$ cat config.mk
export PLATFORM = sky130hd
export DESIGN_NAME = gcu_video_timing
export DESIGN_NICKNAME = d
export VERILOG_FILES = /design/src/common/gcu_pkg.sv /design/src/verilog/gcu_video_timing.sv
export SDC_FILE = /design/constraint.sdc
export NUM_CORES = 1
export LEC_CHECK = 0
export BUFFER_PORTS_ARGS = -buffer_cell sky130_fd_sc_hd__buf_2
export CAP_MARGIN = 0
export CORE_MARGIN = 4
export CORE_UTILIZATION = 39
export DETAILED_ROUTE_END_ITERATION = 6
export GPL_TIMING_DRIVEN = 0
export PLACE_DENSITY = 0.87
export SLEW_MARGIN = 10
export SYNTH_ARGS = -nofsm -noshare
export SYNTH_HDL_FRONTEND = slang
export SYNTH_SLANG_ARGS = --single-unit
$ cat constraint.sdc
create_clock -name vclk -period 1.25
set_clock_uncertainty 0.2 [all_clocks]
set_input_delay 0.0625 -clock vclk [all_inputs]
set_output_delay 0.0625 -clock vclk [all_outputs]
set_load 0.05 [all_outputs]
$ cat src/common/gcu_pkg.sv
`default_nettype none

package gcu_pkg;

    // cpu data word and video ram word
    localparam int DATA_W = 16;
    localparam int VRAM_AW = 13;

    // scroll registers keep the low bits of the written word
    localparam int SCROLL_W = 13;
    localparam int NUM_SCROLL = 8;
    localparam int SCROLL_SEL_W = $clog2(NUM_SCROLL);

    // register number, index bits plus the high flag bit
    localparam int REG_NUM_W = 8;
    localparam logic [REG_NUM_W-1:0] REG_SEL_MASK = 8'h8F;
    localparam logic [REG_NUM_W-1:0] REG_NUM_INIT = 8'hFF;
    localparam logic [REG_NUM_W-1:0] SCROLL_IDX_MASK = 8'h87;

    // beam position
    localparam int POS_W = 9;
    localparam logic [POS_W-1:0] VINT_LINE = 9'hE6;

    // register numbers that acknowledge the vertical interrupt
    localparam logic [REG_NUM_W-1:0] VINT_ACK_REG_A = 8'h0E;
    localparam logic [REG_NUM_W-1:0] VINT_ACK_REG_B = 8'h0F;
    localparam logic [REG_NUM_W-1:0] VINT_ACK_REG_C = 8'h8F;

    // cpu operation strobes
    localparam int NUM_OPS = 6;

    // read sequence length, address to dout
    localparam int RD_WAIT = 3;
    localparam int RD_STEP_W = $clog2(RD_WAIT + 1);

endpackage

`default_nettype wire

$ cat src/verilog/gcu_video_timing.sv
`timescale 1ns/100ps
`default_nettype none

module gcu_video_timing import gcu_pkg::*; (
    input  wire logic                 RESET96,
    input  wire logic [POS_W-1:0]     h,
    input  wire logic [POS_W-1:0]     v,
    input  wire logic [POS_W-1:0]     hs_start,
    input  wire logic [POS_W-1:0]     hs_end,
    input  wire logic [POS_W-1:0]     vs_start,
    input  wire logic [POS_W-1:0]     vs_end,
    input  wire logic [REG_NUM_W-1:0] reg_num,
    output logic                      hsync,
    output logic                      vsync,
    output logic                      fblank,
    output logic                      vint
);

    logic vint_ack;

    // syncs are active low
    assign hsync = ~((h > hs_start) && (h < hs_end));
    assign vsync = ~((v >= vs_start) && (v <= vs_end));
    assign fblank = hsync & vsync;

    // cpu clears the interrupt by selecting one of these registers
    assign vint_ack = (reg_num == VINT_ACK_REG_A) ||
                      (reg_num == VINT_ACK_REG_B) ||
                      (reg_num == VINT_ACK_REG_C);

    assign vint = ~(RESET96 || (v == VINT_LINE) || vint_ack);

endmodule

`default_nettype wire

==> metrics.txt, run 1 <==
number of global-route vias before repair=1,279; area leader, netlist=ha_1; static leakage=0.9209 nW; post-cts hold buffer count=0; CP startpoint kind=primary input; Final Max Slew Viols=0; drt first-iter violations=14; core box area=2233 µm²; dpl ws=-0.6117 ns; setup_tns=-1.535 ns; share of cells above drive strength 1=51.74%; Antenna Cells=0; Mapped Area=930.9 µm²; met3 routed WL=231 µm; DR WL met2=1771 µm; Die ar.=3232 µm²; P per Cell Area=383.8 nW/µm²; Worst Setup End Kind=output port; ranking of synthesized cells by area=ha_1, inv_1, a21oi_1; Setup CP Type=primary input to output port; via count=1,165; post-synth top area share=47.04%; TritonRoute pass-1 iters=4; RSZ-0062 raised after global routing=true; HP Class=primary input to output port; placed inst area=1426 µm²; failing checks=negative setup slack; Filler cells=169; Placer Congestion=0.7555; Final nets=301; endpoints failing hold=0; sequential cell count=0; input/output buffers=67; WL final=3122 µm; fin crit period=1.771 ns; Cells after DPL=226; die width=56.86 µm; first-pass GRT wire length=4981 µm; row count=17; count of unique library cells instantiated by Yosys=26; Setup WS post-layout=-0.5212 ns; Util after Layout=75.18%; Synth Instances=131; final period utilization=141.7%; Die Span Y=56.86 µm; Ports=67; placed wire-length estimate=2578 µm; CP Data Arrival Time=1.51 ns; Max Cap Viol=0; count leader, synth=ha_1; Syn-to-layout area delta=80.38%; initial antenna violation count=0; largest net degree at the start of global routing=4; Avg Inst Size Synth=7.106 µm²; most frequent cells after synthesis=ha_1, inv_1, a21oi_1, nor2_1, nand3_1; initial core utilization=41.68%; Yosys warning total=0; fraction of the yosys area taken by sequential cells=0%; Post-route DRC=0; routed vias/inst=5.087; fmax=0.5646 GHz; final setup fails=4; syn nets=229; number of clock buffers in the layout=0; Worst EP required=0.99 ns; CP Max Fanout=3; max_slew headroom=72.62%; total track usage=18.40%; Detail Route Antenna Nets=0; power after layout=0.6445 mW; status=finished with violations; GR Overflow Total=0; worst vdd ir=270.6 µV; worst-margin pin slew=0.4093 ns; fin area=1679 µm²; Seq. cell area=0 µm²; drt wl/cell=13.63 µm; wire length on met1=1090 µm; Final Non-Filler Cells=229; WHS=0.1919 ns; top sig layer=met4
[cells by family after synthesis]
kind of cell	after synthesis	share of synthesized area, %
AOI/OAI and AO/OA	28	18.82
adders and majority gates	35	47.04
buffers and inverters	35	14.11
and+or+nand+nor	33	20.03
[cell type report]
type	instances	area [µm²]	share of cell area, %
multi-input cells	96	1050	62.52
repair buffers	70	457.9	27.27
inverters	35	136.4	8.122
well taps	28	35.03	2.086
[power breakdown]
part | total [mW] | switching, mW | leakage (nW) | internal [mW]
registers | 0 | 0 | 0 | 0
clock network | 0 | 0 | 0 | 0
logic | 0.644 | 0.321 | 0.921 | 0.324
total | 0.644 | 0.321 | 0.921 | 0.324
[routing by layer]
layer	up-vias	track usage (%)
met4	0	1.325
met5	-	0
li1	594	-
met3	2	2.069
met1	521	18.46
met2	48	40.26
[layout by cell type (no fill, tap or decap), drive strengths merged]
cell type / netlist / layout
a21boi: 1 / 1
o41ai: 1 / 1
nor3: 3 / 3
nor2b: 4 / 4
nand4: 3 / 3
a32oi: 1 / 1
nand2: 5 / 5
nor2: 7 / 7
ha: 35 / 35
a32o: 1 / 1
nor4bb: 1 / 1
o21a: 2 / 2
nand3: 5 / 5
and3: 1 / 1
a41o: 1 / 1
nand4b: 1 / 1
a21oi: 11 / 11
o21ai: 6 / 6
nand2b: 1 / 1
inv: 35 / 35
buf: 0 / 70
a21o: 4 / 4
nor4b: 2 / 2
[final timing paths]
check	from	to	slack, ns	cells past startpoint
min	RESET96	vint	0.19	3
max	v[3]	fblank	-0.52	8
[critical path, cell delays in order]
cell and delay, ns:
buf_2 0.13, ha_1 0.29, nand2_2 0.10, nor2_4 0.13, nand4b_1 0.11, a32o_2 0.31, a32oi_4 0.19, buf_6 0.18
[what timing repair did]
item | in CTS | in global routing
endpoints found under the setup margin | 4 | 4
resized for setup | 34 | 17
buffers inserted | 0 | 3
pin swaps | 3 | 19
No activity file was read; power rests on OpenSTA's default activity.
==> run 2, diff against run 1 <==
--- a/config.mk
+++ b/config.mk
@@ -7,7 +7,7 @@
 export LEC_CHECK = 0
 export BUFFER_PORTS_ARGS = -buffer_cell sky130_fd_sc_hd__buf_2
 export CAP_MARGIN = 0
-export CORE_MARGIN = 4
+export CORE_MARGIN = 5
 export CORE_UTILIZATION = 39
 export DETAILED_ROUTE_END_ITERATION = 6
 export GPL_TIMING_DRIVEN = 0
==> metrics.txt, run 2 (synthesized netlist as in run 1, its figures left out) <==
P per Cell Area=388.5 nW/µm²; P_sw=0.3348 mW; failing checks=negative setup slack; Syn-to-layout area delta=87.23%; Worst setup endpoint=fblank; drt wl/cell=13.33 µm; input/output buffers=67; Setup WS post-layout=-0.4444 ns; share of cells above drive strength 1=60.29%; CP Max Fanout=3; drt first-iter violations=8; status=finished with violations; Clk pwr share=0%; Pint=0.3422 mW; worst-margin pin slew=0.3449 ns; Max Cap Viol=0; WL final=3093 µm; sequential power share=0%; initial core utilization=41.29%; Final nets=304; most frequent cells in the layout=buf_2, inv_1, ha_1, ha_4, inv_2; commonest non-fill, non-tap cell in the layout=buf_2; post-cts hold buffer count=0; initial antenna violation count=0; Comb power frac=100.0%; max_slew headroom=76.68%; HP Class=primary input to output port; fin crit period=1.694 ns; RSZ-0062 raised after global routing=true; number of global-route vias before repair=1,100; TritonRoute pass-1 iters=4; via count=1,161; Worst Setup End Kind=output port; CP startpoint kind=primary input; Net Sw Frac=49.46%; Worst EP required=0.99 ns; routed vias/inst=5.004; Detail Route Antenna Nets=0; Final Max Slew Viols=0; placed wire-length estimate=2369 µm; final period utilization=135.5%; Setup CP Type=primary input to output port; Placer Congestion=0.7388; GR Overflow Total=0; Die Span Y=58.86 µm; core box area=2255 µm²; Post-route DRC=0; fmax=0.5902 GHz; die width=58.86 µm; Ports=67; sequential cell count=0; endpoints failing hold=0; setup_tns=-1.467 ns; Die ar.=3464 µm²; Antenna Cells=0; Seq. cell area=0 µm²; largest net degree at the start of global routing=4; row count=17; static leakage=0.9275 nW; final setup fails=4; Critical Path Start=v[8]; worst vdd ir=258.1 µV; first-pass GRT wire length=4181 µm; WHS=0.2414 ns; total track usage=14.74%; CP Data Arrival Time=1.43 ns; number of clock buffers in the layout=0
==> run 2: cell count changes in the layout (fill, tap and decap cells not counted), moves of 3 or more <==
| cell | delta |
|---|---|
| buf_6 | -3 |
| ha_4 | +4 |
| inv_2 | +5 |
| inv_1 | -4 |
| buf_4 | +4 |
| a21oi_2 | +3 |
| buf_2 | +3 |
| ha_1 | -4 |
==> run 2: worst min path at each step <==
stage,startpoint,to,depth (start not counted)
finish,RESET96,vint,3
global route,RESET96,vint,3
CTS,RESET96,vint,3
detailed placement,RESET96,vint,3
global placement,RESET96,vint,3
floorplan,RESET96,vint,1
==> run 2: repair_timing <==
item,CTS,global route
pin swaps,5,18
buffers inserted,1,5
resized for setup,35,26
setup endpoints to repair,4,4
==> run 2: metal layers <==
metal  share of wire [%]  track usage [%]  up-vias
li1                    -                -      599
met1                  37            16.47      507
met2                  53            30.60       53
met3                 8.9            1.754        2
met4                0.94                0        0
met5                   0                0        -
==> run 2: cell type report <==
type | count | area (µm²)
well taps | 28 | 35.03
repair buffers | 73 | 454.2
multi-input cells | 96 | 1120
fillers | 150 | 511.7
inverters | 35 | 133.9
==> run 2: critical path, cell delays in order <==
cell and delay [ns]:
buf_8 0.11, ha_4 0.28, nand4_4 0.12, nor3_2 0.16, nor3_1 0.06, a32o_2 0.29
a32oi_4 0.17, buf_6 0.19
==> run 2: power groups by stage <==
stage	Sequential [mW]	Combinational, mW	Clock, mW
4_1_cts	0	0.578	0
5_1_grt	0	0.742	0
6_report	0	0.677	0
3_5_place_dp	0	0.500	0
2_1_floorplan	0	0.321	0
3_3_place_gp	0	0.488	0
==> run 2: through the flow <==
stage               util, %  power, mW  setup WS (ns)  instances  instance area, µm²
global placement      63.26     0.4880        -0.5792        226                1426
detailed placement    63.26     0.5003        -0.5875        226                1426
global route          77.30     0.7418        -0.4842        232                1743
finish                77.30     0.6770        -0.4444        232                1743
floorplan                 -     0.3206        -0.3496        131                1056
CTS                   69.59     0.5782        -0.4703        227                1569
==> run 3, diff against run 2 <==
--- a/config.mk
+++ b/config.mk
@@ -5,7 +5,7 @@
 export SDC_FILE = /design/constraint.sdc
 export NUM_CORES = 1
 export LEC_CHECK = 0
-export BUFFER_PORTS_ARGS = -buffer_cell sky130_fd_sc_hd__buf_2
+export BUFFER_PORTS_ARGS = -buffer_cell sky130_fd_sc_hd__buf_4
 export CAP_MARGIN = 0
 export CORE_MARGIN = 5
 export CORE_UTILIZATION = 39
==> metrics.txt, run 3 (synthesized netlist as in run 1, its figures left out) <==
Max Cap Viol=0; P_sw=0.3328 mW; worst-margin pin slew=0.3629 ns; Worst setup endpoint=fblank; placed wire-length estimate=2484 µm; power after layout=0.7109 mW; final period utilization=137.8%; fin crit period=1.722 ns; input/output buffers=67; static leakage=0.9603 nW; final setup fails=4; Final nets=301; Worst EP required=0.99 ns; Comb power frac=100.0%; endpoints failing hold=0; failing checks=negative setup slack; share of cells above drive strength 1=58.21%; sequential cell count=0; GR Overflow Total=0; Net Sw Frac=46.81%; Detail Route Antenna Nets=0; Die ar.=3464 µm²; fin area=1853 µm²; core box area=2255 µm²; number of clock buffers in the layout=0; Syn-to-layout area delta=99.06%; total track usage=19.03%; fmax=0.5806 GHz; placed inst area=1594 µm²; Antenna Cells=0; Die Span Y=58.86 µm; drt first-iter violations=22; post-cts hold buffer count=0; CP Data Arrival Time=1.46 ns; WHS=0.2205 ns; commonest non-fill, non-tap cell in the layout=buf_4; first-pass GRT wire length=5333 µm; Final Max Slew Viols=0; Pint=0.3782 mW; TritonRoute pass-1 iters=3; CP Max Fanout=2; WL final=3255 µm; Clk pwr share=0%; Post-route DRC=0; Ports=67; Util after Layout=82.19%; setup_tns=-1.415 ns; HP Class=primary input to output port; drt wl/cell=14.21 µm; row count=17; status=finished with violations; Seq. cell area=0 µm²; RSZ-0062 raised after global routing=true; Filler cells=144; largest net degree at the start of global routing=4; Critical Path Start=hs_start[5]; routed vias/inst=5.205; sequential power share=0%; Setup WS post-layout=-0.4723 ns; Setup CP Type=primary input to output port; Worst Setup End Kind=output port; P per Cell Area=383.7 nW/µm²; via count=1,192; CP startpoint kind=primary input; die width=58.86 µm; worst vdd ir=240.1 µV; Placer Congestion=0.8183; most frequent cells in the layout=buf_4, inv_1, ha_1, ha_4, inv_2; max_slew headroom=75.72%; initial antenna violation count=0; number of global-route vias before repair=1,318; initial core utilization=41.29%
[run 3: area by class of cell]
class / instances / area [µm²] / share of cell area [%]
inverters: 35 / 138.9 / 7.495
repair buffers: 70 / 585.6 / 31.60
multi-input cells: 96 / 1094 / 59.01
well taps: 28 / 35.03 / 1.891
[run 3: layer usage]
| metal | vias to the layer above | GRT usage [%] | wire length, µm |
|---|---|---|---|
| li1 | 594 | - | - |
| met1 | 531 | 19.18 | 1153 |
| met2 | 59 | 39.43 | 1699 |
| met3 | 8 | 2.851 | 303 |
| met4 | 0 | 4.531 | 98 |
| met5 | - | 0 | 0 |
[run 3: through the flow]
| stage | setup slack (ns) | instances |
|---|---|---|
| finish | -0.4723 | 229 |
| global route | -0.5042 | 229 |
| CTS | -0.4493 | 227 |
| detailed placement | -0.5537 | 226 |
| global placement | -0.5380 | 226 |
| floorplan | -0.3496 | 131 |
[run 3: worst min-delay path by stage]
stage | slack (ns) | start | end | cells past startpoint
after floorplan | 0.03 | RESET96 | vint | 1
after global placement | 0.21 | RESET96 | vint | 3
after detailed placement | 0.22 | RESET96 | vint | 3
after CTS | 0.22 | RESET96 | vint | 3
after global routing | 0.24 | RESET96 | vint | 3
final | 0.22 | RESET96 | vint | 3
[run 3: power by group through the flow]
stage	Sequential, mW	Combinational (mW)	Clock [mW]
floorplan	0	0.321	0
global placement	0	0.550	0
detailed placement	0	0.571	0
CTS	0	0.661	0
global route	0	0.779	0
finish	0	0.711	0
[run 3: critical path, cell delays in order]
cell and delay (ns):
buf_4 0.09, inv_2 0.03, ha_1 0.27, nand4_1 0.14
nor2_2 0.18, a41o_1 0.24, a21oi_4 0.06, a32oi_4 0.22
buf_6 0.18
[run 3: what timing repair did]
action | in CTS | in global routing
buffers inserted | 1 | 2
resized for setup | 39 | 15
pin swaps | 16 | 20
endpoints found under the setup margin | 4 | 4
