--- src/common/gcu_pkg.sv ---
`default_nettype none

package gcu_pkg;

    // cpu data word and video ram word
    localparam int DATA_W = 16;
    localparam int VRAM_AW = 13;

    // scroll registers keep the low bits of the written word
    localparam int SCROLL_W = 13;
    localparam int NUM_SCROLL = 8;
    localparam int SCROLL_SEL_W = $clog2(NUM_SCROLL);

    // register number, index bits plus the high flag bit
    localparam int REG_NUM_W = 8;
    localparam logic [REG_NUM_W-1:0] REG_SEL_MASK = 8'h8F;
    localparam logic [REG_NUM_W-1:0] REG_NUM_INIT = 8'hFF;
    localparam logic [REG_NUM_W-1:0] SCROLL_IDX_MASK = 8'h87;

    // beam position
    localparam int POS_W = 9;
    localparam logic [POS_W-1:0] VINT_LINE = 9'hE6;

    // register numbers that acknowledge the vertical interrupt
    localparam logic [REG_NUM_W-1:0] VINT_ACK_REG_A = 8'h0E;
    localparam logic [REG_NUM_W-1:0] VINT_ACK_REG_B = 8'h0F;
    localparam logic [REG_NUM_W-1:0] VINT_ACK_REG_C = 8'h8F;

    // cpu operation strobes
    localparam int NUM_OPS = 6;

    // read sequence length, address to dout
    localparam int RD_WAIT = 3;
    localparam int RD_STEP_W = $clog2(RD_WAIT + 1);

endpackage

`default_nettype wire

--- src/cpu_bus/gcu_scroll_regs.sv ---
`timescale 1ns/100ps
`default_nettype none

module gcu_scroll_regs import gcu_pkg::*; (
    input  wire logic                 CLK96,
    input  wire logic                 RESET96,
    input  wire logic                 sel_wr,
    input  wire logic                 reg_wr,
    input  wire logic [DATA_W-1:0]    din,
    output logic      [REG_NUM_W-1:0] reg_num,
    output logic      [SCROLL_W-1:0]  bg_scroll_x,
    output logic      [SCROLL_W-1:0]  bg_scroll_y,
    output logic      [SCROLL_W-1:0]  fg_scroll_x,
    output logic      [SCROLL_W-1:0]  fg_scroll_y,
    output logic      [SCROLL_W-1:0]  txt_scroll_x,
    output logic      [SCROLL_W-1:0]  txt_scroll_y,
    output logic      [SCROLL_W-1:0]  spr_scroll_x,
    output logic      [SCROLL_W-1:0]  spr_scroll_y
);

    logic [SCROLL_W-1:0]     scroll [NUM_SCROLL];
    logic                    scroll_hit;
    logic [SCROLL_SEL_W-1:0] scroll_idx;

    // only 0-7 and 0x80-0x87 address a scroll register
    assign scroll_hit = ((reg_num & ~SCROLL_IDX_MASK) == '0);
    assign scroll_idx = reg_num[SCROLL_SEL_W-1:0];

    always_ff @(posedge CLK96 or posedge RESET96) begin
        if (RESET96) begin
            reg_num <= REG_NUM_INIT;
        end else if (sel_wr) begin
            reg_num <= din[REG_NUM_W-1:0] & REG_SEL_MASK;
        end
    end

    always_ff @(posedge CLK96 or posedge RESET96) begin
        if (RESET96) begin
            for (int i = 0; i < NUM_SCROLL; i++) begin
                scroll[i] <= '0;
            end
        end else if (reg_wr && scroll_hit) begin
            scroll[scroll_idx] <= din[SCROLL_W-1:0];
        end
    end

    // x and y pairs per layer
    assign bg_scroll_x  = scroll[0];
    assign bg_scroll_y  = scroll[1];
    assign fg_scroll_x  = scroll[2];
    assign fg_scroll_y  = scroll[3];
    assign txt_scroll_x = scroll[4];
    assign txt_scroll_y = scroll[5];
    assign spr_scroll_x = scroll[6];
    assign spr_scroll_y = scroll[7];

endmodule

`default_nettype wire

--- config.mk ---
export PLATFORM = sky130hd
export DESIGN_NAME = gcu_scroll_regs
export DESIGN_NICKNAME = d
export VERILOG_FILES = /design/src/common/gcu_pkg.sv /design/src/cpu_bus/gcu_scroll_regs.sv
export SDC_FILE = /design/constraint.sdc
export NUM_CORES = 1
export LEC_CHECK = 0
export BUFFER_PORTS_ARGS = -buffer_cell sky130_fd_sc_hd__buf_4
export CORE_MARGIN = 2
export CORE_UTILIZATION = 35
export CTS_BUF_LIST = sky130_fd_sc_hd__clkbuf_16
export DETAILED_ROUTE_END_ITERATION = 6
export PLACE_DENSITY = 0.7
export SYNTH_ARGS = -nofsm -noshare
export SYNTH_HDL_FRONTEND = slang
export SYNTH_SLANG_ARGS = --single-unit
--- constraint.sdc ---
create_clock -name CLK96 -period 5.2 [get_ports CLK96]
set_clock_uncertainty 0.05 [all_clocks]
set_input_delay 1.04 -clock CLK96 [delete_from_list [all_inputs] [get_ports CLK96]]
set_output_delay 1.04 -clock CLK96 [all_outputs]
set_load 0.1 [all_outputs]
==> impl_metrics.env, run 1 <==
export IMPL_final_core_util_pct=46.60
export IMPL_grt_max_degree=58
export IMPL_nets=394
export IMPL_place_area_um2=5323
export IMPL_globalplace_congestion=0.6850
export IMPL_grt_antenna_before_repair=0
export IMPL_finalNonFillerCells=526
export IMPL_required_ns=5.38
export IMPL_syn_cell_area_um2=4294
export IMPL_synth_cells=246
export IMPL_hpwlAfterDp_um=6507
export IMPL_n_antenna_cell=0
export IMPL_setup_tns_ns=0
export IMPL_grt_ovfl_total=0
export IMPL_synth_cell_type_count=17
export IMPL_routed_wl_um=9898
export IMPL_final_hold_viol_count=0
export IMPL_final_cell_mix="buf_4, dfrtp_1, mux2_2"
export IMPL_cts_buffers=9
export IMPL_viasPerCell=4.852
export IMPL_grt_usage_pct=15.64
export IMPL_floorplan_die_area_um2=13170
export IMPL_grt_pass1_wl_um=15210
export IMPL_die_y_um=114.8
export IMPL_dr_pass1_iters=4
export IMPL_placedCellCount=510
export IMPL_clk_latency_ns=0.34
export IMPL_path_class="input port to register"
export IMPL_drtIter0Drc=137
export IMPL_cts_tree="yes"
export IMPL_drc_errors=0
export IMPL_hp_class="register to register"
export IMPL_drive_gt1_share_pct=68.60
export IMPL_cp_start_kind="input port"
export IMPL_avgRoutedWirePerCell_um=18.82
export IMPL_portBuffers=128
export IMPL_max_freq_ghz=0.3895
export IMPL_status="finished clean"
export IMPL_critPathCaptureType="register"
export IMPL_min_period_over_period_pct=49.38
export IMPL_rsz0062_at_grt="no"
export IMPL_final_antenna_net_count=0
export IMPL_start_util_pct=35.75
export IMPL_avgSynthCellArea_um2=17.46
export IMPL_fin_crit_ns=2.568
export IMPL_max_slew_worst_pin_slew_ns=1.015
export IMPL_yosysSeqAreaShare_pct=64.28
export IMPL_cts_resized=0
export IMPL_final_common_cell="buf_4"
export IMPL_crit_fanout=13
export IMPL_core_area_um2=12010
export IMPL_cts_root_buf="clkbuf_16"
export IMPL_slew_viol_final=0
export IMPL_first_global_vias=2586
export IMPL_synth_warnings=0
export IMPL_setup_viol=0
export IMPL_clk_pin_slew_ns=0.07
export IMPL_worst_ep_arrival_time_ns=2.75
export IMPL_postCtsHoldBufs=0
export IMPL_num_rows=40
export IMPL_finalInstanceArea_um2=5598
export IMPL_postCtsSetupBuffers=0
export IMPL_die_w_um=114.8
export IMPL_maxCapViolCount=0
export IMPL_cts_htree_levels=3
export IMPL_area_delta_synth_final_pct=30.36
export IMPL_clock_sinks=110
export IMPL_clk_path_buf_depth=2
export IMPL_synth_fp_nets=266
export IMPL_max_slew_margin_pct=32.33
export IMPL_io_pins=132
export IMPL_num_vias=2552
export IMPL_yosys_register_bits=110
[critical path, stage by stage]
cell,delay [ns]
buf_4,0.09
nor4b_4,0.31
and3_1,0.89
mux2_2,0.41
[through the flow]
step	worst slack, ns	hold WS [ns]
after floorplan	1.218	0.7071
after CTS	2.631	0.4551
after global placement	2.294	0.4258
after detailed placement	2.250	0.4367
after global routing	2.541	0.4766
final	2.632	0.4516
[state kept, by name, indices dropped and copies added, names as in the netlist]
| signal | flops |
|---|---|
| bg_scroll_y | 13 |
| fg_scroll_y | 13 |
| txt_scroll_x | 13 |
| fg_scroll_x | 13 |
| reg_num | 6 |
| txt_scroll_y | 13 |
| spr_scroll_x | 13 |
| bg_scroll_x | 13 |
| spr_scroll_y | 13 |
[final timing paths]
| path | startpoint | endpoint | slack, ns | depth (start not counted) |
|---|---|---|---|---|
| min reg2reg | bg_scroll_x[0] | bg_scroll_x[0] | 0.45 | 1 |
| max in group asynchronous | RESET96 | txt_scroll_y[8] | 3.16 | 3 |
| max | reg_wr | fg_scroll_y[9] | 2.63 | 4 |
| min | bg_scroll_x[0] | bg_scroll_x[0] | 0.45 | 1 |
| min in group asynchronous | RESET96 | bg_scroll_x[12] | 0.75 | 2 |
| max reg2reg | reg_num[2] | spr_scroll_y[11] | 2.89 | 3 |
[cells in the mapped netlist]
cell        n  area share, %
buf_2       3           0.35
nor4b_4     1           0.55
and4bb_1    1           0.29
nor2b_1     3           0.44
and3_1      2           0.29
dfrtp_1   104             61
mux2_1      5            1.3
mux2_2     84             22
inv_1       1          0.087
buf_12      2           0.93
dfstp_2     6            3.7
buf_4       2           0.35
nand2_1     3           0.26
mux2_4     20            7.0
nor2_1      1          0.087
nand2_2     3           0.44
buf_6       5            1.3
[kinds of logic after synthesis]
| group | after synthesis | synth area share [%] |
|---|---|---|
| simple gates | 14 | 2.360 |
| buf+inv | 13 | 3.030 |
| mux | 109 | 30.33 |
| flops | 110 | 64.28 |
[metal layers]
layer / wire, um / part of all wire (%) / global-route usage [%]
met3: 610 / 6.2 / 4.586
met5: 0 / 0 / 0
met4: 148 / 1.5 / 5.783
met1: 4591 / 46 / 21.19
met2: 4547 / 46 / 23.98
[final cells by class]
| type | count | area, um2 |
|---|---|---|
| Timing Repair Buffer | 129 | 968.4 |
| Inverter | 1 | 6.256 |
| Clock buffer | 9 | 225.2 |
| Fill cell | 1067 | 6414 |
| Sequential cell | 110 | 2760 |
| Multi-Input combinational cell | 123 | 1404 |
| Tap cell | 147 | 183.9 |
| Clock inverter | 7 | 50.05 |
Power of run 1 is left out: the tool's default activity adds up to more than one toggle a clock period on the data nets, which glitch-free logic cannot reach.
==> run 2, diff against run 1 <==
- PLACE_DENSITY: 0.7 -> 0.72
- clock period: 5.2 -> 2.2 ns (I/O delays scaled with it)
==> run 2 against run 1 <==
Compared with the run above: global-route usage is 0.23 points higher; non-clock buffer count is 13 higher; routed wire length is 2.2% higher; via count is 0.51% lower; hold slack worse by 0.38 ns; first-iteration DRC count is 28% lower; highest routed layer unchanged.
==> impl_metrics.env, run 2 (synthesis gave the netlist of run 1 again) <==
export IMPL_cts_htree_levels=3
export IMPL_hp_class="input port to async pin"
export IMPL_critPathCaptureType="register"
export IMPL_final_cell_mix="buf_4, dfrtp_1, mux2_2"
export IMPL_io_pins=132
export IMPL_setup_tns_ns=0
export IMPL_portBuffers=128
export IMPL_final_antenna_net_count=0
export IMPL_grt_antenna_before_repair=0
export IMPL_grt_ovfl_total=0
export IMPL_required_ns=2.39
export IMPL_grt_usage_pct=15.87
export IMPL_fin_crit_ns=1.842
export IMPL_core_area_um2=12010
export IMPL_status="finished clean"
export IMPL_avgRoutedWirePerCell_um=18.77
export IMPL_clock_sinks=110
export IMPL_placedCellCount=523
export IMPL_grt_pass1_wl_um=15300
export IMPL_crit_fanout=7
export IMPL_drc_errors=0
export IMPL_start_util_pct=35.75
export IMPL_cts_resized=0
export IMPL_path_class="register to register"
export IMPL_maxCapViolCount=0
export IMPL_drive_gt1_share_pct=68.88
export IMPL_max_slew_margin_pct=66.89
export IMPL_min_period_over_period_pct=83.73
export IMPL_slew_viol_final=0
export IMPL_nets=407
export IMPL_max_slew_worst_pin_slew_ns=0.4956
export IMPL_die_w_um=114.8
export IMPL_rsz0062_at_grt="no"
export IMPL_hpwlAfterDp_um=7151
export IMPL_drtIter0Drc=98
export IMPL_clk_pin_slew_ns=0.07
export IMPL_viasPerCell=4.711
export IMPL_num_vias=2539
export IMPL_final_hold_viol_count=0
export IMPL_cp_start_kind="register"
export IMPL_final_common_cell="buf_4"
export IMPL_seqCellArea_um2=2760
export IMPL_num_rows=40
export IMPL_floorplan_die_area_um2=13170
export IMPL_die_y_um=114.8
export IMPL_setup_viol=0
export IMPL_finalNonFillerCells=539
export IMPL_postCtsSetupBuffers=0
export IMPL_clk_path_buf_depth=2
export IMPL_nFillCells=1054
export IMPL_routed_wl_um=10120
export IMPL_worst_ep_arrival_time_ns=2.03
export IMPL_n_antenna_cell=0
export IMPL_clk_latency_ns=0.35
export IMPL_cts_buffers=9
export IMPL_area_delta_synth_final_pct=32.81
export IMPL_first_global_vias=2631
export IMPL_dr_pass1_iters=3
export IMPL_globalplace_congestion=0.6904
export IMPL_max_freq_ghz=0.5428
export IMPL_cts_tree="yes"
export IMPL_cts_root_buf="clkbuf_16"
export IMPL_postCtsHoldBufs=0
export IMPL_multi_input_area_um2=1404
export IMPL_grt_max_degree=52
run 2: cell types whose count changed in the layout (fill, tap and decap cells not counted), sizes merged:
cell      before  now
clkinv         3    7
buf          129  142
inv            2    0
clkinvlp       3    1
run 2: critical path: stages, from the launching register on:
cell and delay, ns:
dfstp_2 0.61, and4bb_1 0.27, nand2_1 0.21, buf_4 0.24
mux2_2 0.35
run 2: area by class of cell:
cell class | count | area share [%]
clock buffers | 9 | 3.949
clock inverters | 7 | 0.5485
repair buffers | 142 | 19.13
flip-flops and latches | 110 | 48.40
inverters | 1 | 0.1316
multi-input cells | 123 | 24.62
well taps | 147 | 3.225
run 2: per-layer routing:
| layer | share of wire, % | track usage (%) | vias up |
|---|---|---|---|
| met4 | 1.8 | 6.506 | 0 |
| met2 | 48 | 25.60 | 86 |
| met5 | 0 | 0 | - |
| met1 | 44 | 20.16 | 1291 |
| met3 | 6.6 | 4.639 | 11 |
| li1 | - | - | 1151 |
run 2: final timing paths:
check / cells after the start / startpoint / endpoint / slack, ns
min in group CLK96: 2 / sel_wr / reg_num[6] / 0.24
hold reg to reg: 1 / bg_scroll_y[11] / bg_scroll_y[11] / 0.45
setup / recovery: 4 / reg_num[6] / spr_scroll_x[10] / 0.36
max in group asynchronous: 3 / RESET96 / reg_num[0] / 1.37
setup reg to reg: 4 / reg_num[6] / spr_scroll_x[10] / 0.36
hold / removal: 2 / RESET96 / txt_scroll_x[7] / 0.07
run 2: stage by stage:
stage | hold WS, ns | area [um2] | util (%) | worst slack, ns
after floorplan | 0.4218 | 4298 | - | 0.1014
after detailed placement | 0.4361 | 5446 | 45.34 | 0.3382
after CTS | 0.07141 | 5703 | 47.48 | 0.3292
after global placement | 0.4280 | 5446 | 45.34 | 0.3547
after global routing | 0.09495 | 5703 | 47.48 | 0.2700
final | 0.07051 | 5703 | 47.48 | 0.3578
Power of run 2 is left out for the same reason.
==> run 3, diff against run 2 <==
- ABC_AREA: not set -> 1
- PLACE_DENSITY: 0.72 -> 0.7
- clock period: 2.2 -> 1.7 ns (I/O delays scaled with it)
==> run 3 against run 2 <==
Compared with the run above: critical endpoint is now reg_num[0]; routed wire length is 28% higher; cell count is 49% higher; non-clock buffer count is 5 higher; sequential share of layout area is 1.8 points lower; design area is 4.4% higher.
==> impl_metrics.env, run 3 <==
export IMPL_status="finished clean"
export IMPL_clock_sinks=110
export IMPL_synth_fp_nets=527
export IMPL_avgSynthCellArea_um2=8.731
export IMPL_synth_edf_count=0
export IMPL_max_slew_margin_pct=56.99
export IMPL_cts_htree_levels=3
export IMPL_io_pins=132
export IMPL_grt_antenna_before_repair=0
export IMPL_grt_ovfl_total=0
export IMPL_worst_ep_arrival_time_ns=1.28
export IMPL_final_antenna_net_count=0
export IMPL_n_antenna_cell=0
export IMPL_num_vias=3772
export IMPL_cts_root_buf="clkbuf_16"
export IMPL_viasPerCell=4.703
export IMPL_portBuffers=128
export IMPL_die_y_um=116.5
export IMPL_grt_max_degree=111
export IMPL_slew_viol_final=0
export IMPL_critPathCaptureType="output pin"
export IMPL_path_class="register to output pin"
export IMPL_hp_class="input port to async pin"
export IMPL_dr_pass1_iters=4
export IMPL_drc_errors=0
export IMPL_drive_gt1_share_pct=29.37
export IMPL_drtIter0Drc=413
export IMPL_grt_pass1_wl_um=19760
export IMPL_routed_wl_um=12940
export IMPL_fin_crit_ns=1.666
export IMPL_max_freq_ghz=0.6003
export IMPL_required_ns=1.31
export IMPL_clk_path_buf_depth=2
export IMPL_clk_latency_ns=0.35
export IMPL_cts_tree="yes"
export IMPL_synth_commonest_cells="nand2_1, dfrtp_1, nand3_1, buf_2, clkbuf_1"
export IMPL_yosysTopAreaCell="dfrtp_1"
export IMPL_nets=645
export IMPL_area_delta_synth_final_pct=34.48
export IMPL_core_area_um2=12470
export IMPL_yosysSeqAreaShare_pct=62.35
export IMPL_num_rows=41
export IMPL_min_period_over_period_pct=97.99
export IMPL_synth_cell_type_count=14
export IMPL_final_cell_mix="nand2_1, buf_4, dfrtp_1"
export IMPL_hpwlAfterDp_um=8471
export IMPL_maxCapViolCount=0
export IMPL_avgRoutedWirePerCell_um=16.14
export IMPL_setup_viol=0
export IMPL_synth_ff_type="dfrtp_1"
export IMPL_synth_cells=507
export IMPL_rr_worst_depth=8
export IMPL_synthArstFlopShare_pct=100.0
export IMPL_die_w_um=116.5
export IMPL_clk_pin_slew_ns=0.07
export IMPL_globalplace_congestion=0.7572
export IMPL_grt_usage_pct=19.84
export IMPL_synth_top_area_share_pct=58.79
export IMPL_rsz0062_at_grt="yes"
export IMPL_cp_start_kind="register"
export IMPL_yosys_register_bits=110
export IMPL_synth_warnings=0
export IMPL_setup_tns_ns=0
export IMPL_final_common_cell="nand2_1"
export IMPL_crit_fanout=5
export IMPL_final_hold_viol_count=0
export IMPL_max_slew_worst_pin_slew_ns=0.6452
export IMPL_cts_buffers=9
export IMPL_synth_area_top_cells="dfrtp_1, nand2_1, nand3_1"
export IMPL_start_util_pct=35.51
export IMPL_syn_cell_area_um2=4427
export IMPL_synthMostInstantiatedCell="nand2_1"
export IMPL_floorplan_die_area_um2=13560
export IMPL_first_global_vias=3564
## run 3: cell types whose count changed after synthesis, moves of 4 or more
cell / change
nor2_2: +4
mux2_2: -83
buf_4: +7
mux2_4: -20
nand2_1: +261
mux2_1: -5
inv_1: +5
nor2_1: +6
clkbuf_1: +10
buf_2: +18
o21ai_0: +4
nand3_1: +69
buf_6: -5
## run 3: per-stage QoR
step	instance area (um2)	util (%)	hold slack (ns)	std cells	setup WS (ns)
floorplan	4457	-	0.5713	507	-0.01456
global placement	5504	44.15	0.4045	776	-0.2097
detailed placement	5504	44.15	0.4102	776	-0.2734
CTS	5886	47.21	0.1167	796	-0.04912
global route	5953	47.76	0.1276	802	-0.006451
finish	5953	47.76	0.04925	802	0.03423
## run 3: cell type report
cell class | count | area [um2]
Fill cell | 1203 | 6513
Sequential cell | 110 | 2775
Multi-Input combinational cell | 350 | 1475
Timing Repair Buffer | 147 | 1169
Clock buffer | 9 | 225.2
Tap cell | 172 | 215.2
Clock inverter | 7 | 63.81
Inverter | 7 | 30.03
## run 3: path summary, 6_finish.rpt
check	end	from	slack, ns
max in group asynchronous	spr_scroll_y[3]	RESET96	1.01
hold reg to reg	spr_scroll_x[9]	spr_scroll_x[9]	0.42
min in group CLK96	reg_num[6]	sel_wr	0.13
setup reg to reg	bg_scroll_x[10]	reg_num[6]	0.10
hold / removal	spr_scroll_y[5]	RESET96	0.05
setup / recovery	reg_num[0]	reg_num[0]	0.03
## run 3: timing repair
action	in CTS	in global routing
endpoints found under the setup margin	107	72
hold buffers	0	0
hold endpoints to repair	0	0
setup buffers	4	6
gates resized for setup	14	7
pin swaps	1	2
## run 3: critical path, cell delays in order, from the launching register on
cell and delay (ns):
dfstp_4 0.64, buf_8 0.11, buf_12 0.17
## run 3: cells by family (layout without fill, tap and decap cells)
kind of cell | Yosys count | after routing | share of synthesized area (%)
multiplexers | 1 | 1 | 0.2544
flip-flops | 110 | 110 | 62.35
AO/OA/AOI/OAI | 4 | 4 | 0.4523
buffers and inverters | 47 | 170 | 5.342
AND/OR/NAND/NOR | 345 | 345 | 31.60
## run 3: routing by layer
layer / GRT usage, % / vias to the layer above / part of all wire [%]
met5: 0 / - / 0
met4: 7.143 / 0 / 1.5
met3: 4.100 / 14 / 6.2
met2: 31.71 / 144 / 48
met1: 26.88 / 1813 / 44
li1: - / 1801 / -
Power of run 3 is left out for the same reason.
