**config.mk**
```make
export PLATFORM = sky130hd
export DESIGN_NAME = gcu_bus_ctrl_flat
export DESIGN_NICKNAME = d
export VERILOG_FILES = /design/src/common/gcu_pkg.sv /design/src/common/gcu_vram_if.sv /design/src/cpu_bus/gcu_bus_ctrl.sv /design/src/flat_wrapper.sv
export SDC_FILE = /design/constraint.sdc
export NUM_CORES = 1
export LEC_CHECK = 0
export ABC_AREA = 0
export ABC_CLOCK_PERIOD_IN_PS = 2400
export BUFFER_PORTS_ARGS = -buffer_cell sky130_fd_sc_hd__buf_2
export CORE_ASPECT_RATIO = 1.25
export CORE_MARGIN = 3
export CORE_UTILIZATION = 46
export CTS_CLUSTER_DIAMETER = 200
export DETAILED_ROUTE_END_ITERATION = 8
export PLACE_DENSITY = 0.73
export SYNTH_ARGS = -nofsm -noshare
export SYNTH_HDL_FRONTEND = slang
export SYNTH_SLANG_ARGS = --single-unit
```
**constraint.sdc**
```tcl
create_clock -name CLK96 -period 2.4 [get_ports CLK96]
set_input_delay 0.48 -clock CLK96 [delete_from_list [all_inputs] [get_ports CLK96]]
set_output_delay 0.48 -clock CLK96 [all_outputs]
set_load 0.005 [all_outputs]
```
**src/common/gcu_pkg.sv**
```systemverilog
`default_nettype none

package gcu_pkg;

    // cpu data word and video ram word
    localparam int DATA_W = 16;
    localparam int VRAM_AW = 13;

    // scroll registers keep the low bits of the written word
    localparam int SCROLL_W = 13;
    localparam int NUM_SCROLL = 8;
    localparam int SCROLL_SEL_W = $clog2(NUM_SCROLL);

    // register number, index bits plus the high flag bit
    localparam int REG_NUM_W = 8;
    localparam logic [REG_NUM_W-1:0] REG_SEL_MASK = 8'h8F;
    localparam logic [REG_NUM_W-1:0] REG_NUM_INIT = 8'hFF;
    localparam logic [REG_NUM_W-1:0] SCROLL_IDX_MASK = 8'h87;

    // beam position
    localparam int POS_W = 9;
    localparam logic [POS_W-1:0] VINT_LINE = 9'hE6;

    // register numbers that acknowledge the vertical interrupt
    localparam logic [REG_NUM_W-1:0] VINT_ACK_REG_A = 8'h0E;
    localparam logic [REG_NUM_W-1:0] VINT_ACK_REG_B = 8'h0F;
    localparam logic [REG_NUM_W-1:0] VINT_ACK_REG_C = 8'h8F;

    // cpu operation strobes
    localparam int NUM_OPS = 6;

    // read sequence length, address to dout
    localparam int RD_WAIT = 3;
    localparam int RD_STEP_W = $clog2(RD_WAIT + 1);

endpackage

`default_nettype wire

```
**src/common/gcu_vram_if.sv**
```systemverilog
`timescale 1ns/100ps
`default_nettype none

// cpu side port of the video ram
interface gcu_vram_if import gcu_pkg::*; ();

    logic [VRAM_AW-1:0] addr;
    logic [DATA_W-1:0]  wdata;
    logic               we;
    logic [DATA_W-1:0]  rdata;

    modport cpu (
        output addr,
        output wdata,
        output we,
        input  rdata
    );

    modport mem (
        input  addr,
        input  wdata,
        input  we,
        output rdata
    );

endinterface

`default_nettype wire

```
**src/cpu_bus/gcu_bus_ctrl.sv**
```systemverilog
`timescale 1ns/100ps
`default_nettype none

module gcu_bus_ctrl import gcu_pkg::*; (
    input  wire logic              CLK96,
    input  wire logic              RESET96,
    input  wire logic              op_select_reg,
    input  wire logic              op_write_reg,
    input  wire logic              op_write_ram,
    input  wire logic              op_read_ram_h,
    input  wire logic              op_read_ram_l,
    input  wire logic              op_set_ram_ptr,
    input  wire logic [DATA_W-1:0] din,
    output logic                   ack,
    output logic      [DATA_W-1:0] dout,
    output logic                   sel_wr,
    output logic                   reg_wr,
    gcu_vram_if.cpu                vram
);

    logic [NUM_OPS-1:0]   op_vec;
    logic [NUM_OPS-1:0]   last_op;
    logic                 op_change;
    logic                 rd_op;
    logic [DATA_W-1:0]    ram_ptr;
    logic [RD_STEP_W-1:0] rd_step;
    logic [RD_STEP_W-1:0] rd_step_eff;
    logic                 wr_issued;
    logic                 wr_issued_eff;
    logic                 wr_start;
    logic                 rd_start;
    logic                 rd_wait;
    logic                 rd_load;

    assign op_vec = {op_select_reg, op_write_reg, op_set_ram_ptr,
                     op_write_ram, op_read_ram_h, op_read_ram_l};
    assign op_change = (op_vec != last_op);
    assign rd_op = op_read_ram_h | op_read_ram_l;

    // sequencer state as seen this cycle, restarted by a new operation
    assign rd_step_eff = op_change ? '0 : rd_step;
    assign wr_issued_eff = wr_issued & ~op_change;

    assign wr_start = op_write_ram & ~wr_issued_eff;
    assign rd_start = rd_op & (rd_step_eff == '0);
    assign rd_wait = rd_op & (rd_step_eff != '0) &
                     (rd_step_eff < RD_STEP_W'(RD_WAIT - 1));
    assign rd_load = rd_op & (rd_step_eff == RD_STEP_W'(RD_WAIT - 1));

    // register strobes fire on the first cycle of the operation only
    assign sel_wr = op_select_reg & op_change;
    assign reg_wr = op_write_reg & op_change;

    always_ff @(posedge CLK96 or posedge RESET96) begin
        if (RESET96) begin
            last_op <= '0;
            ram_ptr <= '0;
            rd_step <= '0;
            wr_issued <= 1'b0;
            ack <= 1'b1;
            vram.we <= 1'b0;
        end else begin
            last_op <= op_vec;
            vram.we <= wr_start;
            // ack low while a ram access is in flight
            ack <= ~(wr_start | rd_start | rd_wait);
            if (op_set_ram_ptr) begin
                ram_ptr <= din;
            end else if (op_write_ram) begin
                wr_issued <= 1'b1;
                // second cycle of the write, step to the next word
                if (wr_issued_eff && vram.we) begin
                    ram_ptr <= ram_ptr + 1'b1;
                end
            end else if (rd_op) begin
                if (rd_step_eff < RD_STEP_W'(RD_WAIT)) begin
                    rd_step <= rd_step_eff + 1'b1;
                end
            end else begin
                wr_issued <= 1'b0;
                rd_step <= '0;
            end
        end
    end

    // ram address, write data and read result
    always_ff @(posedge CLK96) begin
        if (wr_start) begin
            vram.addr <= ram_ptr[VRAM_AW-1:0];
            vram.wdata <= din;
        end else if (rd_start) begin
            // low read takes the word after the pointer
            vram.addr <= ram_ptr[VRAM_AW-1:0] + VRAM_AW'(op_read_ram_l);
        end
        if (rd_load) begin
            dout <= vram.rdata;
        end
    end

endmodule

`default_nettype wire

```
**src/flat_wrapper.sv**
```systemverilog
// flat-port wrapper written by rule: the top's interface ports become plain ports
module gcu_bus_ctrl_flat import gcu_pkg::*;
  (CLK96, RESET96, op_select_reg, op_write_reg, op_write_ram, op_read_ram_h, op_read_ram_l, op_set_ram_ptr, din, ack, dout, sel_wr, reg_wr, vram_addr, vram_wdata, vram_we, vram_rdata);
  gcu_vram_if vram_i ();
  input  wire logic CLK96;
  input  wire logic RESET96;
  input  wire logic op_select_reg;
  input  wire logic op_write_reg;
  input  wire logic op_write_ram;
  input  wire logic op_read_ram_h;
  input  wire logic op_read_ram_l;
  input  wire logic op_set_ram_ptr;
  input  wire logic [DATA_W-1:0] din;
  output logic ack;
  output logic      [DATA_W-1:0] dout;
  output logic sel_wr;
  output logic reg_wr;
  output wire logic [$bits(vram_i.addr)-1:0] vram_addr;
  output wire logic [$bits(vram_i.wdata)-1:0] vram_wdata;
  output wire logic [$bits(vram_i.we)-1:0] vram_we;
  input wire logic [$bits(vram_i.rdata)-1:0] vram_rdata;
  assign vram_addr = vram_i.addr;
  assign vram_wdata = vram_i.wdata;
  assign vram_we = vram_i.we;
  assign vram_i.rdata = vram_rdata;
  gcu_bus_ctrl u_core (.CLK96(CLK96), .RESET96(RESET96), .op_select_reg(op_select_reg), .op_write_reg(op_write_reg), .op_write_ram(op_write_ram), .op_read_ram_h(op_read_ram_h), .op_read_ram_l(op_read_ram_l), .op_set_ram_ptr(op_set_ram_ptr), .din(din), .ack(ack), .dout(dout), .sel_wr(sel_wr), .reg_wr(reg_wr), .vram(vram_i));
endmodule
```
==> impl_metrics.env, run 1 <==
export IMPL_status="complete, no violations"
export IMPL_ant_nets=0
export IMPL_final_nets=361
export IMPL_drive_above_1_share_pct=41.3
export IMPL_worst_ep_arrival_time_ps=2130
export IMPL_slowest_delay_ps=570
export IMPL_initial_utilization_pct=47.9
export IMPL_finalCritPeriodShare_pct=89.8
export IMPL_start_kind="register"
export IMPL_grt_pass1_wl_um=9690
export IMPL_hold_path_class="input port to async pin"
export IMPL_synth_nets=261
export IMPL_hold_buffers=0
export IMPL_cts_inserted_buffers=9
export IMPL_worstPathCellList="xnor2_1, nand4_4, nor2_1, nand2_1, inv_1, ha_1, and2_1"
export IMPL_yosysMostFrequentCell="edfxtp_1"
export IMPL_cp_num_cells=7
export IMPL_finalCriticalPeriod_ps=2150
export IMPL_worstPathRequired_ps=2380
export IMPL_worst_slack_ps=245
export IMPL_clk_pin_slew_ps=80
export IMPL_reg2reg_depth=7
export IMPL_multi_input_area_um2=943
export IMPL_synth_edf_count=45
export IMPL_syn_area_mm2=0.00297
export IMPL_yosysWarnings=0
export IMPL_power_mw=2.70
export IMPL_die_width_um=77.9
export IMPL_path_delay_family="simple AND/OR/NAND/NOR gates"
export IMPL_n_antenna_cell=0
export IMPL_cts_sinks=69
export IMPL_finalSetupViolCount=0
export IMPL_row_count=32
export IMPL_routabilityCongestion=0.872
export IMPL_finalMaxSlewViolations=0
export IMPL_netlist_instances=215
export IMPL_end_kind="register"
export IMPL_hold_violations=0
export IMPL_syn2layout_area_growth_pct=26.8
export IMPL_drt_iter0_drc=97
export IMPL_power_density_mw_per_mm2=716
export IMPL_seq_area_mm2=0.00195
export IMPL_final_cells=405
export IMPL_insertion_delay_ps=350
export IMPL_critical_path_buf_inv_count=1
export IMPL_syn_avg_cell_area_um2=13.8
export IMPL_firstDrtPassIters=4
export IMPL_die_height_um=95.8
export IMPL_portBuffers=88
export IMPL_peakVddDrop_v=0.000632
export IMPL_slowest_stage="and2_1"
export IMPL_async_flop_share_pct=34.8
export IMPL_synth_top_flop_cell="edfxtp_1"
export IMPL_rsz0062_at_grt="false"
export IMPL_r2r_setup_slack_ps=250
export IMPL_place_detailed_hpwl_um=4420
export IMPL_track_usage_pct=17.4
export IMPL_fill_cells=507
export IMPL_pin_count=89
export IMPL_cts_max_level=3
export IMPL_synth_top_cell_area_share_pct=45.5
export IMPL_grt_max_degree=30
export IMPL_fmax_mhz=464
export IMPL_yosys_top_cells_area="edfxtp_1, dfrtp_1, xnor2_1, xor2_1, ha_1"
export IMPL_synth_ff_latch_count=69
export IMPL_finalInstanceArea_mm2=0.00377
export IMPL_worstMarginPinSlew_ps=699
export IMPL_clockBufferDepth=2
export IMPL_dp_cells=389
export IMPL_maxSlewHeadroom_pct=53.4
export IMPL_placed_area_mm2=0.00354
export IMPL_cts_tree="yes"
export IMPL_root_buffer="clkbuf_8"
export IMPL_grt_overflow=0
export IMPL_path_max_fanout=16
export IMPL_wire_per_inst_um=14.6
export IMPL_p_leak_nw=1.57
export IMPL_synthTopCellsByCount="edfxtp_1, dfrtp_1, nand2_1, xnor2_1, nand3_1"
export IMPL_finalClockSkew_ps=6.42
export IMPL_dr_total_vias=1965
export IMPL_route_detailed_drc=0
export IMPL_antenna_found_initial=0
export IMPL_vias_per_cell=4.85
export IMPL_ys_types=41
export IMPL_cts_setup_buffers=0
export IMPL_die_area_mm2=0.00746
export IMPL_ys_seq_area_share_pct=65.8
export IMPL_synth_largest_area_cell="edfxtp_1"
export IMPL_wirelength_um=5930
export IMPL_critPathKind="register to register"
export IMPL_core_mm2=0.00621
export IMPL_cts_resized=0
export IMPL_grt_pass1_vias=2056
export IMPL_drv_cap=0
export IMPL_place_ws_ps=-3.40
layout make-up:
cell class | instances | share of cell area [%]
multi-input combinational | 130 | 25.0
clock inverter | 7 | 2.62
inverter | 7 | 0.697
tap | 85 | 2.82
sequential | 69 | 51.8
clock buffer | 9 | 3.29
timing repair buffer | 98 | 13.7
worst register-to-register path, cell delays in order (launching register included):
cell and delay, ps:
dfrtp_1 380, xnor2_1 260, nand4_4 130, nor2_1 160, nand2_1 90, inv_1 80, ha_1 130, and2_1 570
stage by stage:
| stage | util, % | hold slack (ps) | TNS, ps |
|---|---|---|---|
| 2_1_floorplan | - | 489 | 0 |
| 4_1_cts | 60.7 | 178 | 0 |
| 5_1_grt | 60.7 | 209 | 0 |
| 3_3_place_gp | 57.1 | 511 | 0 |
| 3_5_place_dp | 57.1 | 521 | -45.9 |
| 6_report | 60.7 | 172 | 0 |
flip-flops by register name, indices dropped and copies added, names as in the netlist:
| name | flops |
|---|---|
| u_core.last_op | 6 |
| u_core.dout | 16 |
| u_core.ram_ptr | 13 |
| u_core.ack | 1 |
| u_core.vram.wdata | 16 |
| u_core.vram.addr | 13 |
| u_core.wr_issued | 1 |
| u_core.vram.we | 1 |
| u_core.rd_step | 2 |
worst paths after layout:
path,endpoint,start
setup / recovery,u_core.dout[11],u_core.last_op[3]
hold / removal,u_core.last_op[5],RESET96
setup reg to reg,u_core.dout[11],u_core.last_op[3]
hold reg to reg,u_core.wr_issued,u_core.wr_issued
max in group asynchronous,u_core.ack,RESET96
min in group CLK96,u_core.last_op[4],op_write_reg
layout by cell type, fill, tap and decap left out, types with 6 or more instances in the layout:
master | netlist | routed
nor4_2 | 6 | 6
xnor2_1 | 18 | 18
nand3_1 | 11 | 11
edfxtp_1 | 45 | 45
o21ai_1 | 10 | 10
nand2_1 | 19 | 19
dfrtp_1 | 23 | 23
xor2_1 | 10 | 10
nor3_1 | 6 | 6
buf_4 | 1 | 10
clkbuf_8 | 0 | 9
ha_1 | 6 | 6
nor2_1 | 7 | 7
buf_2 | 2 | 88
inv_1 | 7 | 7
power by group:
| part | internal (mW) | switching, mW |
|---|---|---|
| logic | 0.121 | 0.131 |
| clock network | 0.590 | 0.458 |
| registers | 1.35 | 0.0467 |
cells by family (layout without fill, tap and decap cells):
| kind of cell | count (synthesis) | after routing | synth area share [%] |
|---|---|---|---|
| muxes | 4 | 4 | 1.47 |
| AOI/OAI and AO/OA | 21 | 21 | 3.96 |
| adders and majority gates | 6 | 6 | 2.53 |
| DFF | 69 | 69 | 65.8 |
| xor gates and xnor gates | 29 | 29 | 8.80 |
| and+or+nand+nor | 70 | 70 | 15.0 |
| buffers and inverters | 16 | 121 | 2.49 |
routing by layer:
layer,up-vias,global-route usage [%],routed length (um)
li1,970,-,-
met1,929,19.1,2280
met2,62,31.3,3300
met3,4,5.43,305
met4,0,7.12,46
met5,-,0,0
(Power assumes the default switching activity.)
==> run 2: changes to the inputs <==
--- a/config.mk
+++ b/config.mk
@@ -13,6 +13,7 @@
 export CORE_UTILIZATION = 46
 export CTS_CLUSTER_DIAMETER = 200
 export DETAILED_ROUTE_END_ITERATION = 8
+export MAX_ROUTING_LAYER = met4
 export PLACE_DENSITY = 0.73
 export SYNTH_ARGS = -nofsm -noshare
 export SYNTH_HDL_FRONTEND = slang
==> run 2 against run 1 <==
Against the previous run:
- sequential share of layout area unchanged
- maximum frequency about the same
- critical path depth unchanged
- cell count unchanged
- worst hold slack about the same
- die area unchanged
==> impl_metrics.env, run 2 (synthesis gave the netlist of run 1 again) <==
export IMPL_path_max_fanout=16
export IMPL_track_usage_pct=17.8
export IMPL_p_leak_nw=1.57
export IMPL_worst_ep_arrival_time_ps=2130
export IMPL_finalMaxSlewViolations=0
export IMPL_final_nets=361
export IMPL_reg_top3="u_core.dout (16), u_core.vram.wdata (16)"
export IMPL_fill_cells=507
export IMPL_drive_above_1_share_pct=41.3
export IMPL_startpoint="u_core.last_op[3]"
export IMPL_highest_layer="met4"
export IMPL_met3_length_um=219
export IMPL_drv_cap=0
export IMPL_worstPathRequired_ps=2380
export IMPL_layout_common_cells="buf_2, edfxtp_1, dfrtp_1"
export IMPL_rsz0062_at_grt="false"
export IMPL_syn2layout_area_growth_pct=26.8
export IMPL_initial_utilization_pct=47.9
export IMPL_vias_per_cell=4.87
export IMPL_die_width_um=77.9
export IMPL_antenna_found_initial=0
export IMPL_root_buffer="clkbuf_8"
export IMPL_status="complete, no violations"
export IMPL_hold_violations=0
export IMPL_cts_resized=0
export IMPL_finalCriticalPeriod_ps=2160
export IMPL_end_kind="register"
export IMPL_fmax_mhz=464
export IMPL_dr_total_vias=1971
export IMPL_worst_r2r_endpoint="u_core.dout[11]"
export IMPL_grt_max_degree=30
export IMPL_drt_iter0_drc=114
export IMPL_hold_buffers=0
export IMPL_grt_pass1_vias=2061
export IMPL_routabilityCongestion=0.887
export IMPL_wirelength_um=5960
export IMPL_core_mm2=0.00621
export IMPL_finalClockSkew_ps=6.20
export IMPL_reg2reg_depth=7
export IMPL_clk_pin_slew_ps=80
export IMPL_cts_sinks=69
export IMPL_route_detailed_drc=0
export IMPL_peakVddDrop_v=0.000632
export IMPL_layout_commonest_cell="buf_2"
export IMPL_grt_overflow=0
export IMPL_cp_endpoint="u_core.dout[11]"
export IMPL_finalSetupTns_ps=0
export IMPL_row_count=32
export IMPL_die_height_um=95.8
export IMPL_start_kind="register"
export IMPL_n_antenna_cell=0
export IMPL_pin_count=89
export IMPL_maxSlewHeadroom_pct=53.4
export IMPL_ant_nets=0
export IMPL_wire_per_inst_um=14.7
export IMPL_die_area_mm2=0.00746
export IMPL_cts_max_level=3
export IMPL_final_cells=405
export IMPL_cts_inserted_buffers=9
export IMPL_finalCritPeriodShare_pct=89.8
export IMPL_power_mw=2.69
export IMPL_place_detailed_hpwl_um=4420
export IMPL_dr_wl_met2_um=3310
export IMPL_cts_tree="yes"
export IMPL_grt_pass1_wl_um=9710
export IMPL_finish_utilization_pct=60.7
export IMPL_critPathKind="register to register"
export IMPL_r2r_setup_slack_ps=240
export IMPL_finalSetupViolCount=0
export IMPL_hold_path_class="input port to async pin"
export IMPL_portBuffers=88
export IMPL_clockBufferDepth=2
export IMPL_rr_startpoint="u_core.last_op[3]"
export IMPL_insertion_delay_ps=340
export IMPL_cts_setup_buffers=0
export IMPL_worstMarginPinSlew_ps=699
export IMPL_firstDrtPassIters=4
export IMPL_wl_met1_um=2360
export IMPL_power_density_mw_per_mm2=715
export IMPL_dp_cells=389
[run 2: cell counts in the layout (fill, tap and decap cells not counted)]
No cell type changed its count.
[run 2: how the worst min path moves through the flow]
stage | startpoint | end | slack, ps | cells past startpoint
detailed placement | u_core.wr_issued | u_core.wr_issued | 520 | 2
global placement | u_core.wr_issued | u_core.wr_issued | 510 | 2
CTS | RESET96 | u_core.last_op[5] | 180 | 3
floorplan | RESET96 | u_core.last_op[0] | 490 | 1
global route | RESET96 | u_core.last_op[1] | 220 | 3
finish | RESET96 | u_core.last_op[1] | 170 | 3
[run 2: report_power, final]
part           internal (mW)  switching, mW  leakage, nW  total (mW)
Combinational          0.121          0.131        0.734       0.252
Clock                  0.590          0.455        0.110        1.05
Sequential              1.35         0.0475        0.724        1.40
Total                   2.06          0.634         1.57        2.69
[run 2: final cells by class]
class	instances	area, um2	share of cell area [%]
timing repair buffer	98	515	13.7
tap	85	106	2.82
sequential	69	1950	51.8
inverter	7	26.3	0.697
clock buffer	9	124	3.29
clock inverter	7	98.8	2.62
multi-input combinational	130	943	25.0
[run 2: stage by stage]
stage / cell area [um2] / hold WS [ps] / setup slack (ps)
6_report: 3770 / 171 / 245
5_1_grt: 3770 / 219 / 38.2
4_1_cts: 3770 / 178 / 206
3_5_place_dp: 3540 / 521 / -3.40
3_3_place_gp: 3540 / 511 / 34.5
2_1_floorplan: 2970 / 489 / 62.3
[run 2: routing by layer]
layer  up-vias  global-route usage (%)
met4         0                    9.20
met2        56                    31.6
met3         7                    3.28
met1       934                    19.0
li1        974                       -
met5         -                       -
[run 2: critical path, stage by stage (launching register included)]
cell	delay, ps
dfrtp_1	380
xnor2_1	260
nand4_4	130
nor2_1	160
nand2_1	90
inv_1	80
ha_1	130
and2_1	570
==> run 3: changes to the inputs <==
--- a/config.mk
+++ b/config.mk
@@ -10,11 +10,12 @@
 export BUFFER_PORTS_ARGS = -buffer_cell sky130_fd_sc_hd__buf_2
 export CORE_ASPECT_RATIO = 1.25
 export CORE_MARGIN = 3
-export CORE_UTILIZATION = 46
+export CORE_UTILIZATION = 45
+export CTS_BUF_LIST = sky130_fd_sc_hd__clkbuf_8
 export CTS_CLUSTER_DIAMETER = 200
 export DETAILED_ROUTE_END_ITERATION = 8
 export MAX_ROUTING_LAYER = met4
-export PLACE_DENSITY = 0.73
+export PLACE_DENSITY = 0.72
 export SYNTH_ARGS = -nofsm -noshare
 export SYNTH_HDL_FRONTEND = slang
 export SYNTH_SLANG_ARGS = --single-unit
==> run 3 against run 2 <==
Against the previous run:
- register-to-register slack got worse by 50 ps
- utilization fell by 0.81 points
- clock-buffer cell count did not move
- sequential cell count did not move
- setup slack got worse by 49 ps
- critical endpoint is now u_core.dout[9]
- highest routed layer unchanged
==> impl_metrics.env, run 3 (synthesis gave the netlist of run 1 again) <==
export IMPL_dp_cells=388
export IMPL_fmax_mhz=454
export IMPL_grt_pass1_vias=1945
export IMPL_grt_max_degree=30
export IMPL_finalSetupTns_ps=0
export IMPL_p_comb_share_pct=9.3
export IMPL_initial_utilization_pct=47.3
export IMPL_layout_common_cells="buf_2, edfxtp_1, dfrtp_1"
export IMPL_drt_iter0_drc=53
export IMPL_row_count=32
export IMPL_power_density_mw_per_mm2=719
export IMPL_place_detailed_hpwl_um=4090
export IMPL_worst_ep_arrival_time_ps=2180
export IMPL_worstPathRequired_ps=2380
export IMPL_cts_tree="yes"
export IMPL_portBuffers=88
export IMPL_rsz0062_at_grt="false"
export IMPL_final_nets=360
export IMPL_p_sw_uw=633
export IMPL_core_mm2=0.00629
export IMPL_firstDrtPassIters=4
export IMPL_grt_pass1_wl_um=8940
export IMPL_hold_buffers=0
export IMPL_wirelength_um=5460
export IMPL_layout_commonest_cell="buf_2"
export IMPL_die_height_um=96.8
export IMPL_finalCritPeriodShare_pct=91.9
export IMPL_pin_count=89
export IMPL_swShare_pct=23.4
export IMPL_p_int_mw=2.07
export IMPL_cts_setup_buffers=0
export IMPL_finalClockSkew_ps=12.8
export IMPL_insertion_delay_ps=350
export IMPL_cts_inserted_buffers=9
export IMPL_worst_slack_ps=195
export IMPL_cts_max_level=3
export IMPL_n_antenna_cell=0
export IMPL_dr_total_vias=1926
export IMPL_clockBufferDepth=2
export IMPL_syn2layout_area_growth_pct=26.7
export IMPL_drv_cap=0
export IMPL_status="complete, no violations"
export IMPL_end_kind="register"
export IMPL_power_share_clock_pct=39.0
export IMPL_start_kind="register"
export IMPL_seqPwrFrac_pct=51.6
export IMPL_fill_cells=536
export IMPL_finalMaxSlewViolations=0
export IMPL_wire_per_inst_um=13.5
export IMPL_route_detailed_drc=0
export IMPL_antenna_found_initial=0
export IMPL_reg_top3="u_core.dout (16), u_core.vram.wdata (16)"
export IMPL_power_mw=2.71
export IMPL_track_usage_pct=15.5
export IMPL_critPathKind="register to register"
export IMPL_hold_path_class="input port to async pin"
export IMPL_ant_nets=0
export IMPL_final_cells=404
export IMPL_maxSlewHeadroom_pct=56.7
export IMPL_routabilityCongestion=0.882
export IMPL_cts_resized=0
export IMPL_worstMarginPinSlew_ps=650
export IMPL_finalCriticalPeriod_ps=2200
export IMPL_place_ws_ps=-37.1
export IMPL_clk_pin_slew_ps=80
export IMPL_die_area_mm2=0.00762
export IMPL_finalSetupViolCount=0
export IMPL_cts_sinks=69
export IMPL_root_buffer="clkbuf_8"
export IMPL_grt_overflow=0
export IMPL_die_width_um=78.7
export IMPL_p_leak_nw=1.57
export IMPL_hold_violations=0
export IMPL_path_max_fanout=16
export IMPL_drive_above_1_share_pct=41.1
export IMPL_peakVddDrop_v=0.000402
export IMPL_vias_per_cell=4.77
run 3: changes by cell type in the layout (fill, tap and decap cells not counted):
cell and change:
clkinvlp_4 -1, inv_6 +3, clkinv_4 -1, buf_4 -1, clkinv_2 -1
run 3: metal layers:
metal	wire length (um)	GRT usage (%)	up-vias
li1	-	-	972
met3	412	5.87	10
met2	2570	23.5	65
met5	0	-	-
met4	99	6.73	0
met1	2380	18.4	879
run 3: worst max-delay path, cell delays in order, from the launching register on:
cell,delay (ps)
dfrtp_1,380
xnor2_1,260
nand4_4,120
nor2_1,210
nand2_1,100
inv_1,90
ha_1,130
and2_1,540
run 3: layout make-up:
cell class / count / area, um2 / area share [%]
tap: 85 / 106 / 2.82
clock buffer: 9 / 124 / 3.29
multi-input combinational: 130 / 943 / 25.1
timing repair buffer: 97 / 508 / 13.5
sequential: 69 / 1950 / 51.9
inverter: 7 / 26.3 / 0.698
clock inverter: 7 / 104 / 2.76
run 3: worst paths after layout:
path	endpoint	start	depth (start not counted)	slack, ps
min in group CLK96	u_core.last_op[4]	op_write_reg	1	270
hold / removal	u_core.vram.we	RESET96	3	170
hold reg to reg	u_core.rd_step[1]	u_core.rd_step[1]	2	570
setup reg to reg	u_core.dout[9]	u_core.last_op[4]	7	200
setup / recovery	u_core.dout[9]	u_core.last_op[4]	7	200
max in group asynchronous	u_core.ack	RESET96	3	1950
run 3: power by group through the flow:
stage,logic (mW),registers [mW],clock network (mW)
final,0.252,1.40,1.06
after global routing,0.283,1.41,1.14
after CTS,0.258,1.40,1.09
after detailed placement,0.256,1.42,0
after global placement,0.250,1.42,0
after floorplan,0.137,1.41,0
run 3: metrics by stage:
stage	utilization (%)	hold WS, ps	area (um2)
after floorplan	-	489	2970
after global placement	56.3	514	3540
after detailed placement	56.3	547	3540
after CTS	59.9	163	3760
after global routing	59.9	186	3760
final	59.9	169	3760
